## config.mk

```make
export PLATFORM = sky130hd
export DESIGN_NAME = branch_predictor
export DESIGN_NICKNAME = d
export VERILOG_FILES = /design/src/design/rv_inst_pkg.sv /design/src/design/bpu_pkg.sv /design/src/design/tage_direction.sv /design/src/design/branch_target_buffer.sv /design/src/design/fetch_predict.sv /design/src/design/bpu_stat_regs.sv /design/src/design/branch_predictor.sv
export VERILOG_INCLUDE_DIRS = /design/src /design/src/design
export SDC_FILE = /design/constraint.sdc
export NUM_CORES = 2
export LEC_CHECK = 0
export ABC_CLOCK_PERIOD_IN_PS = 16300
export BUFFER_PORTS_ARGS = -buffer_cell sky130_fd_sc_hd__buf_2
export CORE_MARGIN = 1
export CORE_UTILIZATION = 45
export CTS_CLUSTER_DIAMETER = 40
export DETAILED_ROUTE_END_ITERATION = 8
export GPL_ROUTABILITY_DRIVEN = 0
export SLEW_MARGIN = 25
export SYNTH_ARGS = -nofsm -noshare
export SYNTH_HDL_FRONTEND = slang
export SYNTH_HIERARCHICAL = 1
export SYNTH_SLANG_ARGS = --single-unit
export TNS_END_PERCENT = 1
```

## constraint.sdc

```tcl
create_clock -name clk -period 16.3 [get_ports clk]
set_input_delay 3.26 -clock clk [delete_from_list [all_inputs] [get_ports clk]]
set_output_delay 3.26 -clock clk [all_outputs]
set_load 0.01 [all_outputs]
```

## src/design/bpu_config.svh

```systemverilog
`ifndef BPU_CONFIG_SVH
`define BPU_CONFIG_SVH

// datapath widths
`define BPU_XLEN        32
`define BPU_HIST_LEN    12

// bimodal base table, 64 entries indexed by pc[7:2]
`define BPU_BIM_IDX_W   6

// tagged tables T0 and T1, 64 entries each
`define BPU_TAGE_IDX_W  6
`define BPU_TAGE_TAG_W  8

// direct-mapped BTB, 32 entries, index pc[6:2], tag pc[15:7]
`define BPU_BTB_IDX_W   5
`define BPU_BTB_TAG_W   9

// statistics register offsets
`define BPU_STAT_TOTAL   8'h00
`define BPU_STAT_CORRECT 8'h04
`define BPU_STAT_BIM     8'h08
`define BPU_STAT_T0      8'h0C
`define BPU_STAT_T1      8'h10

`endif

```

## src/design/rv_inst_pkg.sv

```systemverilog
package rv_inst_pkg;

    // only the opcodes the fetch predictor cares about
    typedef enum logic [6:0] {
        OP_BRANCH = 7'b1100011,
        OP_JAL    = 7'b1101111
    } rv_opcode_e;

    // conditional branch layout
    typedef struct packed {
        logic       imm12;
        logic [5:0] imm10_5;
        logic [4:0] rs2;
        logic [4:0] rs1;
        logic [2:0] funct3;
        logic [3:0] imm4_1;
        logic       imm11;
        logic [6:0] opcode;
    } rv_btype_t;

    // jal layout
    typedef struct packed {
        logic       imm20;
        logic [9:0] imm10_1;
        logic       imm11;
        logic [7:0] imm19_12;
        logic [4:0] rd;
        logic [6:0] opcode;
    } rv_jtype_t;

    // same fetched word, read as either format
    typedef union packed {
        rv_btype_t b;
        rv_jtype_t j;
    } rv_inst_u;

endpackage

```

## src/design/bpu_pkg.sv

```systemverilog
`include "bpu_config.svh"

package bpu_pkg;

    // which table supplied the direction; 2'b11 is never used
    typedef enum logic [1:0] {
        PROV_BIMODAL = 2'd0,
        PROV_T0      = 2'd1,
        PROV_T1      = 2'd2
    } provider_e;

    // fetch-side prediction, history and provider echoed back by execute
    typedef struct packed {
        logic                     is_cf;
        logic                     taken;
        logic [`BPU_XLEN-1:0]     next_pc;
        logic [`BPU_HIST_LEN-1:0] history;
        provider_e                provider;
    } bpu_pred_t;

    // resolved branch from execute
    typedef struct packed {
        logic [`BPU_XLEN-1:0]     pc;
        logic                     taken;
        logic                     mispredict;
        logic [`BPU_XLEN-1:0]     target;
        logic [`BPU_HIST_LEN-1:0] history;
        provider_e                provider;
    } bpu_update_t;

    // one retired branch for the counters
    typedef struct packed {
        logic      valid;
        logic      correct;
        provider_e provider;
    } bpu_stat_evt_t;

    // direction lookup result
    typedef struct packed {
        logic                     taken;
        provider_e                provider;
        logic [`BPU_HIST_LEN-1:0] history;
    } dir_lookup_t;

endpackage

```

## src/design/tage_direction.sv

```systemverilog
`timescale 1ns/1ps
`include "bpu_config.svh"

module tage_direction (
    input  logic                   clk,
    input  logic                   rst,
    input  logic [`BPU_XLEN-1:0]   lookup_pc_i,
    input  logic                   upd_valid_i,
    input  bpu_pkg::bpu_update_t   upd_i,
    output bpu_pkg::dir_lookup_t   dir_o,
    output bpu_pkg::bpu_stat_evt_t stat_evt_o
);
    import bpu_pkg::*;

    localparam int HIST_W = `BPU_HIST_LEN;
    localparam int IDX_W  = `BPU_TAGE_IDX_W;
    localparam int TAG_W  = `BPU_TAGE_TAG_W;
    localparam int BIM_N  = 1 << `BPU_BIM_IDX_W;
    localparam int TAGE_N = 1 << `BPU_TAGE_IDX_W;

    typedef struct packed {
        logic [IDX_W-1:0] idx;
        logic [TAG_W-1:0] tag;
    } tage_key_t;

    // T0 folds the short history, T1 the long one
    function automatic tage_key_t tage_key(input logic [`BPU_XLEN-1:0] pc,
                                           input logic [HIST_W-1:0] h,
                                           input logic long_h);
        tage_key_t k;
        k.idx = pc[IDX_W+1:2] ^ (long_h ? h[HIST_W-1 -: IDX_W] : h[IDX_W-1:0]);
        k.tag = pc[IDX_W+TAG_W+1 -: TAG_W] ^ (long_h ? h[HIST_W-1 -: TAG_W] : h[TAG_W-1:0]);
        return k;
    endfunction

    function automatic logic [1:0] sat_step(input logic [1:0] c, input logic up);
        if (up) begin
            return (c == 2'b11) ? c : c + 2'b01;
        end
        return (c == 2'b00) ? c : c - 2'b01;
    endfunction

    logic [HIST_W-1:0] ghist;
    logic [1:0]        bim_ctr [BIM_N];

    // index 0 is T0, index 1 is T1
    logic              tag_vld [2][TAGE_N];
    logic [TAG_W-1:0]  tag_tag [2][TAGE_N];
    logic [1:0]        tag_ctr [2][TAGE_N];

    tage_key_t lk_key [2];
    tage_key_t up_key [2];
    logic [1:0] lk_hit;
    logic       up_t1_hit;
    logic [`BPU_BIM_IDX_W-1:0] lk_bim_idx;
    logic [`BPU_BIM_IDX_W-1:0] up_bim_idx;
    logic [1:0] lk_ctr;
    logic       up_tbl;
    logic       alloc_tbl;

    assign lk_key[0] = tage_key(lookup_pc_i, ghist, 1'b0);
    assign lk_key[1] = tage_key(lookup_pc_i, ghist, 1'b1);
    // update uses the history captured at prediction time
    assign up_key[0] = tage_key(upd_i.pc, upd_i.history, 1'b0);
    assign up_key[1] = tage_key(upd_i.pc, upd_i.history, 1'b1);

    for (genvar t = 0; t < 2; t++) begin : g_match
        assign lk_hit[t] = tag_vld[t][lk_key[t].idx] &&
                           (tag_tag[t][lk_key[t].idx] == lk_key[t].tag);
    end

    assign up_t1_hit = tag_vld[1][up_key[1].idx] &&
                       (tag_tag[1][up_key[1].idx] == up_key[1].tag);

    assign lk_bim_idx = lookup_pc_i[`BPU_BIM_IDX_W+1:2];
    assign up_bim_idx = upd_i.pc[`BPU_BIM_IDX_W+1:2];

    // longest matching history wins
    always_comb begin
        if (lk_hit[1]) begin
            lk_ctr         = tag_ctr[1][lk_key[1].idx];
            dir_o.provider = PROV_T1;
        end else if (lk_hit[0]) begin
            lk_ctr         = tag_ctr[0][lk_key[0].idx];
            dir_o.provider = PROV_T0;
        end else begin
            lk_ctr         = bim_ctr[lk_bim_idx];
            dir_o.provider = PROV_BIMODAL;
        end
        dir_o.taken   = lk_ctr[1];
        dir_o.history = ghist;
    end

    assign up_tbl    = (upd_i.provider == PROV_T1);
    // T1 first, T0 when T1 already holds this branch
    assign alloc_tbl = !up_t1_hit;

    always_ff @(posedge clk or posedge rst) begin
        if (rst) begin
            ghist <= '0;
            for (int i = 0; i < BIM_N; i++) begin
                bim_ctr[i] <= 2'b01;
            end
            for (int i = 0; i < TAGE_N; i++) begin
                tag_vld[0][i] <= 1'b0;
                tag_vld[1][i] <= 1'b0;
            end
        end else if (upd_valid_i) begin
            // newest outcome in bit 0
            ghist <= {ghist[HIST_W-2:0], upd_i.taken};
            bim_ctr[up_bim_idx] <= sat_step(bim_ctr[up_bim_idx], upd_i.taken);
            if (upd_i.provider == PROV_BIMODAL && upd_i.mispredict) begin
                tag_vld[alloc_tbl][up_key[alloc_tbl].idx] <= 1'b1;
            end
        end
    end

    always_ff @(posedge clk) begin
        if (upd_valid_i) begin
            if (upd_i.provider != PROV_BIMODAL) begin
                if (upd_i.mispredict) begin
                    tag_ctr[up_tbl][up_key[up_tbl].idx] <= upd_i.taken ? 2'b11 : 2'b00;
                end else begin
                    tag_ctr[up_tbl][up_key[up_tbl].idx] <=
                        sat_step(tag_ctr[up_tbl][up_key[up_tbl].idx], upd_i.taken);
                end
            end else if (upd_i.mispredict) begin
                // fresh entry starts weak in the resolved direction
                tag_tag[alloc_tbl][up_key[alloc_tbl].idx] <= up_key[alloc_tbl].tag;
                tag_ctr[alloc_tbl][up_key[alloc_tbl].idx] <= upd_i.taken ? 2'b10 : 2'b01;
            end
        end
    end

    assign stat_evt_o.valid    = upd_valid_i;
    assign stat_evt_o.correct  = !upd_i.mispredict;
    assign stat_evt_o.provider = upd_i.provider;

    // provider is echoed from fetch through execute
    a_upd_provider_legal: assert property (
        @(posedge clk) disable iff (rst)
        upd_valid_i |-> upd_i.provider != 2'b11
    );

endmodule

```

## src/design/branch_target_buffer.sv

```systemverilog
`timescale 1ns/1ps
`include "bpu_config.svh"

module branch_target_buffer (
    input  logic                 clk,
    input  logic                 rst,
    input  logic [`BPU_XLEN-1:0] lookup_pc_i,
    input  logic                 upd_valid_i,
    input  bpu_pkg::bpu_update_t upd_i,
    output logic                 btb_hit_o,
    output logic [`BPU_XLEN-1:0] btb_target_o
);
    localparam int IDX_W = `BPU_BTB_IDX_W;
    localparam int TAG_W = `BPU_BTB_TAG_W;
    localparam int BTB_N = 1 << `BPU_BTB_IDX_W;

    logic                 btb_vld [BTB_N];
    logic [TAG_W-1:0]     btb_tag [BTB_N];
    logic [`BPU_XLEN-1:0] btb_tgt [BTB_N];

    logic [IDX_W-1:0] lk_idx;
    logic [TAG_W-1:0] lk_tag;
    logic [IDX_W-1:0] up_idx;
    logic [TAG_W-1:0] up_tag;
    logic             fill;

    assign lk_idx = lookup_pc_i[IDX_W+1:2];
    assign lk_tag = lookup_pc_i[IDX_W+TAG_W+1 -: TAG_W];
    assign up_idx = upd_i.pc[IDX_W+1:2];
    assign up_tag = upd_i.pc[IDX_W+TAG_W+1 -: TAG_W];

    // only taken branches are worth a slot
    assign fill = upd_valid_i && upd_i.taken;

    assign btb_hit_o    = btb_vld[lk_idx] && (btb_tag[lk_idx] == lk_tag);
    assign btb_target_o = btb_tgt[lk_idx];

    always_ff @(posedge clk or posedge rst) begin
        if (rst) begin
            for (int i = 0; i < BTB_N; i++) begin
                btb_vld[i] <= 1'b0;
            end
        end else if (fill) begin
            btb_vld[up_idx] <= 1'b1;
        end
    end

    always_ff @(posedge clk) begin
        if (fill) begin
            btb_tag[up_idx] <= up_tag;
            btb_tgt[up_idx] <= upd_i.target;
        end
    end

    // execute only resolves to halfword boundaries
    a_target_aligned: assert property (
        @(posedge clk) disable iff (rst)
        fill |-> upd_i.target[0] == 1'b0
    );

endmodule

```

## src/design/fetch_predict.sv

```systemverilog
`timescale 1ns/1ps
`include "bpu_config.svh"

module fetch_predict (
    input  logic [`BPU_XLEN-1:0] if_pc_i,
    input  logic [`BPU_XLEN-1:0] if_inst_i,
    input  bpu_pkg::dir_lookup_t dir_i,
    input  logic                 btb_hit_i,
    input  logic [`BPU_XLEN-1:0] btb_target_i,
    output bpu_pkg::bpu_pred_t   pred_o
);
    import rv_inst_pkg::*;
    import bpu_pkg::*;

    rv_inst_u             inst;
    logic                 is_jal;
    logic                 is_br;
    logic                 taken;
    logic [`BPU_XLEN-1:0] imm_j;
    logic [`BPU_XLEN-1:0] imm_b;

    assign inst   = if_inst_i;
    assign is_jal = (inst.j.opcode == OP_JAL);
    assign is_br  = (inst.b.opcode == OP_BRANCH);

    // sign-extended offsets, bit 0 always zero
    assign imm_j = {{(`BPU_XLEN-20){inst.j.imm20}}, inst.j.imm19_12, inst.j.imm11,
                    inst.j.imm10_1, 1'b0};
    assign imm_b = {{(`BPU_XLEN-12){inst.b.imm12}}, inst.b.imm11, inst.b.imm10_5,
                    inst.b.imm4_1, 1'b0};

    // jal is unconditional
    assign taken = is_jal || (is_br && dir_i.taken);

    always_comb begin
        pred_o.is_cf    = is_jal || is_br;
        pred_o.taken    = taken;
        pred_o.history  = dir_i.history;
        pred_o.provider = dir_i.provider;
        if (!taken) begin
            pred_o.next_pc = if_pc_i + `BPU_XLEN'd4;
        end else if (btb_hit_i) begin
            pred_o.next_pc = btb_target_i;
        end else if (is_jal) begin
            pred_o.next_pc = if_pc_i + imm_j;
        end else begin
            pred_o.next_pc = if_pc_i + imm_b;
        end
    end

endmodule

```

## src/design/bpu_stat_regs.sv

```systemverilog
`timescale 1ns/1ps
`include "bpu_config.svh"

module bpu_stat_regs (
    input  logic                   clk,
    input  logic                   rst,
    input  bpu_pkg::bpu_stat_evt_t stat_evt_i,
    input  logic [31:0]            s_axil_awaddr_i,
    input  logic                   s_axil_awvalid_i,
    output logic                   s_axil_awready_o,
    input  logic [31:0]            s_axil_wdata_i,
    input  logic                   s_axil_wvalid_i,
    output logic                   s_axil_wready_o,
    output logic [1:0]             s_axil_bresp_o,
    output logic                   s_axil_bvalid_o,
    input  logic                   s_axil_bready_i,
    input  logic [31:0]            s_axil_araddr_i,
    input  logic                   s_axil_arvalid_i,
    output logic                   s_axil_arready_o,
    output logic [31:0]            s_axil_rdata_o,
    output logic [1:0]             s_axil_rresp_o,
    output logic                   s_axil_rvalid_o,
    input  logic                   s_axil_rready_i
);
    import bpu_pkg::*;

    localparam logic [1:0] RESP_OKAY   = 2'b00;
    localparam logic [1:0] RESP_SLVERR = 2'b10;

    logic [31:0] cnt_total;
    logic [31:0] cnt_correct;
    logic [31:0] cnt_bim;
    logic [31:0] cnt_t0;
    logic [31:0] cnt_t1;
    logic        wr_hs;
    logic        rd_hs;

    // one write and one read in flight at most
    assign wr_hs            = s_axil_awvalid_i && s_axil_wvalid_i && !s_axil_bvalid_o;
    assign rd_hs            = s_axil_arvalid_i && !s_axil_rvalid_o;
    assign s_axil_awready_o = wr_hs;
    assign s_axil_wready_o  = wr_hs;
    assign s_axil_arready_o = rd_hs;
    assign s_axil_bresp_o   = RESP_OKAY;

    // any write clears the counters
    // a clear wins over a same-cycle event
    always_ff @(posedge clk or posedge rst) begin
        if (rst) begin
            cnt_total   <= '0;
            cnt_correct <= '0;
            cnt_bim     <= '0;
            cnt_t0      <= '0;
            cnt_t1      <= '0;
        end else if (wr_hs) begin
            cnt_total   <= '0;
            cnt_correct <= '0;
            cnt_bim     <= '0;
            cnt_t0      <= '0;
            cnt_t1      <= '0;
        end else if (stat_evt_i.valid) begin
            cnt_total <= cnt_total + 32'd1;
            if (stat_evt_i.correct) begin
                cnt_correct <= cnt_correct + 32'd1;
                case (stat_evt_i.provider)
                    PROV_BIMODAL: cnt_bim <= cnt_bim + 32'd1;
                    PROV_T0:      cnt_t0  <= cnt_t0 + 32'd1;
                    PROV_T1:      cnt_t1  <= cnt_t1 + 32'd1;
                    default:      ;
                endcase
            end
        end
    end

    always_ff @(posedge clk or posedge rst) begin
        if (rst) begin
            s_axil_bvalid_o <= 1'b0;
            s_axil_rvalid_o <= 1'b0;
        end else begin
            if (wr_hs) begin
                s_axil_bvalid_o <= 1'b1;
            end else if (s_axil_bready_i) begin
                s_axil_bvalid_o <= 1'b0;
            end
            if (rd_hs) begin
                s_axil_rvalid_o <= 1'b1;
            end else if (s_axil_rready_i) begin
                s_axil_rvalid_o <= 1'b0;
            end
        end
    end

    // read data captured at the AR handshake
    always_ff @(posedge clk) begin
        if (rd_hs) begin
            s_axil_rresp_o <= RESP_OKAY;
            case (s_axil_araddr_i[7:0])
                `BPU_STAT_TOTAL:   s_axil_rdata_o <= cnt_total;
                `BPU_STAT_CORRECT: s_axil_rdata_o <= cnt_correct;
                `BPU_STAT_BIM:     s_axil_rdata_o <= cnt_bim;
                `BPU_STAT_T0:      s_axil_rdata_o <= cnt_t0;
                `BPU_STAT_T1:      s_axil_rdata_o <= cnt_t1;
                default: begin
                    s_axil_rdata_o <= '0;
                    s_axil_rresp_o <= RESP_SLVERR;
                end
            endcase
        end
    end

    a_rvalid_hold: assert property (
        @(posedge clk) disable iff (rst)
        s_axil_rvalid_o && !s_axil_rready_i |=> s_axil_rvalid_o && $stable(s_axil_rdata_o)
    );

endmodule

```

## src/design/branch_predictor.sv

```systemverilog
`timescale 1ns/1ps
`include "bpu_config.svh"

module branch_predictor (
    input  logic                 clk,
    input  logic                 rst,
    input  logic [`BPU_XLEN-1:0] if_pc_i,
    input  logic [`BPU_XLEN-1:0] if_inst_i,
    output bpu_pkg::bpu_pred_t   pred_o,
    input  logic                 upd_valid_i,
    input  bpu_pkg::bpu_update_t upd_i,
    input  logic [31:0]          s_axil_awaddr_i,
    input  logic                 s_axil_awvalid_i,
    output logic                 s_axil_awready_o,
    input  logic [31:0]          s_axil_wdata_i,
    input  logic                 s_axil_wvalid_i,
    output logic                 s_axil_wready_o,
    output logic [1:0]           s_axil_bresp_o,
    output logic                 s_axil_bvalid_o,
    input  logic                 s_axil_bready_i,
    input  logic [31:0]          s_axil_araddr_i,
    input  logic                 s_axil_arvalid_i,
    output logic                 s_axil_arready_o,
    output logic [31:0]          s_axil_rdata_o,
    output logic [1:0]           s_axil_rresp_o,
    output logic                 s_axil_rvalid_o,
    input  logic                 s_axil_rready_i
);
    import bpu_pkg::*;

    dir_lookup_t          dir;
    bpu_stat_evt_t        stat_evt;
    logic                 btb_hit;
    logic [`BPU_XLEN-1:0] btb_target;

    tage_direction u_tage (
        .clk         (clk),
        .rst         (rst),
        .lookup_pc_i (if_pc_i),
        .upd_valid_i (upd_valid_i),
        .upd_i       (upd_i),
        .dir_o       (dir),
        .stat_evt_o  (stat_evt)
    );

    branch_target_buffer u_btb (
        .clk          (clk),
        .rst          (rst),
        .lookup_pc_i  (if_pc_i),
        .upd_valid_i  (upd_valid_i),
        .upd_i        (upd_i),
        .btb_hit_o    (btb_hit),
        .btb_target_o (btb_target)
    );

    fetch_predict u_fetch (
        .if_pc_i      (if_pc_i),
        .if_inst_i    (if_inst_i),
        .dir_i        (dir),
        .btb_hit_i    (btb_hit),
        .btb_target_i (btb_target),
        .pred_o       (pred_o)
    );

    bpu_stat_regs u_stat (
        .clk              (clk),
        .rst              (rst),
        .stat_evt_i       (stat_evt),
        .s_axil_awaddr_i  (s_axil_awaddr_i),
        .s_axil_awvalid_i (s_axil_awvalid_i),
        .s_axil_awready_o (s_axil_awready_o),
        .s_axil_wdata_i   (s_axil_wdata_i),
        .s_axil_wvalid_i  (s_axil_wvalid_i),
        .s_axil_wready_o  (s_axil_wready_o),
        .s_axil_bresp_o   (s_axil_bresp_o),
        .s_axil_bvalid_o  (s_axil_bvalid_o),
        .s_axil_bready_i  (s_axil_bready_i),
        .s_axil_araddr_i  (s_axil_araddr_i),
        .s_axil_arvalid_i (s_axil_arvalid_i),
        .s_axil_arready_o (s_axil_arready_o),
        .s_axil_rdata_o   (s_axil_rdata_o),
        .s_axil_rresp_o   (s_axil_rresp_o),
        .s_axil_rvalid_o  (s_axil_rvalid_o),
        .s_axil_rready_i  (s_axil_rready_i)
    );

endmodule

```

==> results.toml <==
[logic_synthesis]
synth.area.top_cells = "edfxtp_1 (57%), mux4_2 (16%), dfrtp_1 (7.2%)"
synthDistinctLibCells = 106
syn-instance-count = 8247
yosys_most_used_dff = "edfxtp_1"
yosys-top-cells-count = "edfxtp_1 (2625), mux4_2 (972), nor2_1 (573), nand2_1 (556), dfrtp_1 (398)"
synth.largest_area_cell = "edfxtp_1"
syn_area_per_cell_um2 = 16.72
ys_async_sr_fraction_pct = 14.97
synth_warnings = 6
synth-edff-count = 2625
yosys.area.top_type_share_pct = 57.16
ys_ff_latch = 3087
ys_seq_area_share_pct = 65.60
synth_most_common_cell = "edfxtp_1"
netlist_area_um2 = 137900

[global_route]
grt_pass1_wl_um = 604300
grtUsageTotal_pct = 27.14
overflow = 0
grt_max_degree = 136
antenna_found_initial = 33
grt_pass1_vias = 83260

[cells_and_area]
drive_above_1_share_pct = 30.43
final_cells = 13150
nets = 8965
num-fill-cells = 24330
syn2layout_area_growth_pct = 16.20
final_area_um2 = 160300

[worst_setup_path]
ff2ff_setup_slack_ps = 9940
worst_setup_path_start_kind = "input port"
r2r_cells = 12
critPathKind = "in2out"
crit_required_ps = 13040
crit_fanout = 85
worstReg2RegEnd = "u_tage/tag_tag[1][63]"
setup.worst_path.end_class = "output port"
r2r_start = "u_tage/tag_tag[1][388]"
worstPathArrival_ps = 10670

[floorplan]
die_h_um = 555.6
die_x_um = 555.6
io_pins = 337
core_area_um2 = 303800
start_util_pct = 45.40
dieArea_um2 = 308700
rows = 202

[detailed_routing]
via_per_inst = 6.404
wl_per_cell_um = 32.21
via_count = 84200
firstDrtPassIters = 8
drt-total-wl_um = 423500
drtAntennaViolNets = 0
dr.first_iter.drc_count = 11320
drc = 0

[timing]
fmax_mhz = 71.79
timing.final.crit_period_ps = 13930
finalSetupTns_ps = 0
tightest_slew_ps = 1195
finalMaxSlewViolations = 0
post-route-period-util_pct = 85.45
timing_hold_violations_final = 0
rsz0062_at_grt = "no"
relSlewSlack_pct = 19.72
fin_skew_ps = 53.43
finalSetupViolCount = 0

[clocking]
cts_root_buffer = "clkbuf_16"
holdBufCountCts = 0
htreeDepth = 5
clk_pin_slew_worst_paths_ps = 50
cts-resized-gates = 0
clock_latency_ps = 990
numCtsBuffers = 429
cts_tree = "built"
clockBufferDepth = 4
postCtsSetupBuffers = 0
clock-sinks = 3087

[placed_design]
dpl_cell_area_um2 = 145200
dp_hpwl_um = 257000
placedCellCount = 12320
io_buffers = 227

[min_path]
holdPathEnd = "u_tage/tag_vld[112]"
hp-class = "reg2reg"
holdCritStartpoint = "u_tage/tag_vld[112]"
worstHoldPathCells = 1

[power_and_ir_drop]
finalPower_uw = 21640
p_per_area_nw_per_um2 = 135.0
p_leak_uw = 0.05478
vdd_drop_max_uv = 120.6

[flow_run]
maxCapViolCount = 0

[status]
status = "complete, no violations"
[cells by family (layout without fill, tap and decap cells)]
logic type      count (synthesis)  in the layout  synth area share (%)
flops                        3087           3087                 65.60
simple gates                 1812           1812                 6.116
mux                          1384           1384                 19.09
compound gates               1044           1044                 4.886
buf+inv                       579           1387                 2.010
xor+xnor                      296            296                 1.904
fa+ha+maj                      44             44                0.3974
other cells                     1             15              0.002719
[report_power, final]
part / switching [uW] / internal [uW]
registers: 88.4 / 8770
clock network: 3710 / 5850
logic: 1970 / 1260
[registers in the layout, indices dropped and copies added, names as in the netlist]
register / cells
u_btb/btb_tag: 288
u_btb/btb_tgt: 1024
u_btb/btb_vld: 32
u_stat/cnt_bim: 32
u_stat/cnt_correct: 32
u_stat/cnt_t0: 32
u_stat/cnt_t1: 32
u_stat/cnt_total: 32
u_stat/s_axil_bvalid_o: 1
u_stat/s_axil_rdata_o: 32
u_stat/s_axil_rresp_o: 1
u_stat/s_axil_rvalid_o: 1
u_tage/bim_ctr: 128
u_tage/ghist: 12
u_tage/tag_ctr: 256
u_tage/tag_tag: 1024
u_tage/tag_vld: 128
[critical path: stages]
cell and delay (ps):
buf_8 360, xor2_4 250, buf_12 450, mux4_2 410, mux4_2 530, mux2i_1 520, nor3_1 110, or4_1 420
a21oi_1 130, o221ai_1 110, or4_1 750, mux2i_1 300, a21oi_1 740, buf_4 270, o21ai_4 60, inv_1 470
or4_1 220, nand2_1 60, a31oi_1 160, nand3_1 450, buf_2 320
[layout by cell type (no fill, tap or decap), types with 37 or more instances in the layout]
master,n
a21o_1,84
nor2_4,37
or2_2,64
a22oi_1,80
nor2_2,48
nand2_1,556
nor2_1,489
o21ai_0,215
xnor2_1,113
xor2_1,142
mux2_2,168
o21bai_1,38
and2_1,37
clkinv_4,37
dfrtp_1,398
bufinv_16,52
ha_1,39
buf_4,302
clkbuf_1,42
buf_2,221
inv_6,52
nor3_1,100
clkbuf_16,436
clkinvlp_4,54
dfstp_2,64
edfxtp_1,2625
a21oi_1,270
nand3_1,157
a31oi_1,68
mux2i_1,234
clkinv_2,60
nand4_1,106
mux4_2,972
[per-stage QoR]
stage | util (%) | worst slack (ps) | hold WS (ps)
6_report | 52.75 | 2371 | 451.7
3_3_place_gp | 47.72 | 1414 | 432.3
2_1_floorplan | - | 4641 | 422.6
5_1_grt | 52.75 | 2320 | 468.3
4_1_cts | 52.71 | 2038 | 452.3
3_5_place_dp | 47.79 | 2026 | 440.6
[layer usage]
metal | global-route usage (%) | vias to the layer above | wire (um)
li1 | - | 34080 | -
met1 | 37.63 | 44140 | 164600
met3 | 5.223 | 988 | 42410
met4 | 11.34 | 16 | 19220
met5 | 0 | - | 103
met2 | 42.18 | 4975 | 197200
[worst max-delay path by stage]
stage | start | to | depth (start not counted)
3_3_place_gp | if_pc_i[2] | pred_o[38] | 19
2_1_floorplan | if_pc_i[3] | pred_o[21] | 18
4_1_cts | if_pc_i[2] | pred_o[45] | 20
3_5_place_dp | if_pc_i[2] | pred_o[45] | 20
6_report | if_pc_i[3] | pred_o[45] | 21
5_1_grt | if_pc_i[2] | pred_o[45] | 20
[final cells by class]
cell class	count	area, um2	share of cell area [%]
Multi-Input combinational cell	4583	45830	28.60
Antenna cell	12	30.03	0.01874
Clock inverter	323	3726	2.325
Clock buffer	488	11210	6.992
Sequential cell	3087	90470	56.45
Tap cell	4080	5105	3.185
Inverter	35	156.4	0.09759
Timing Repair Buffer	541	3736	2.331
(Power assumes the default switching activity.)
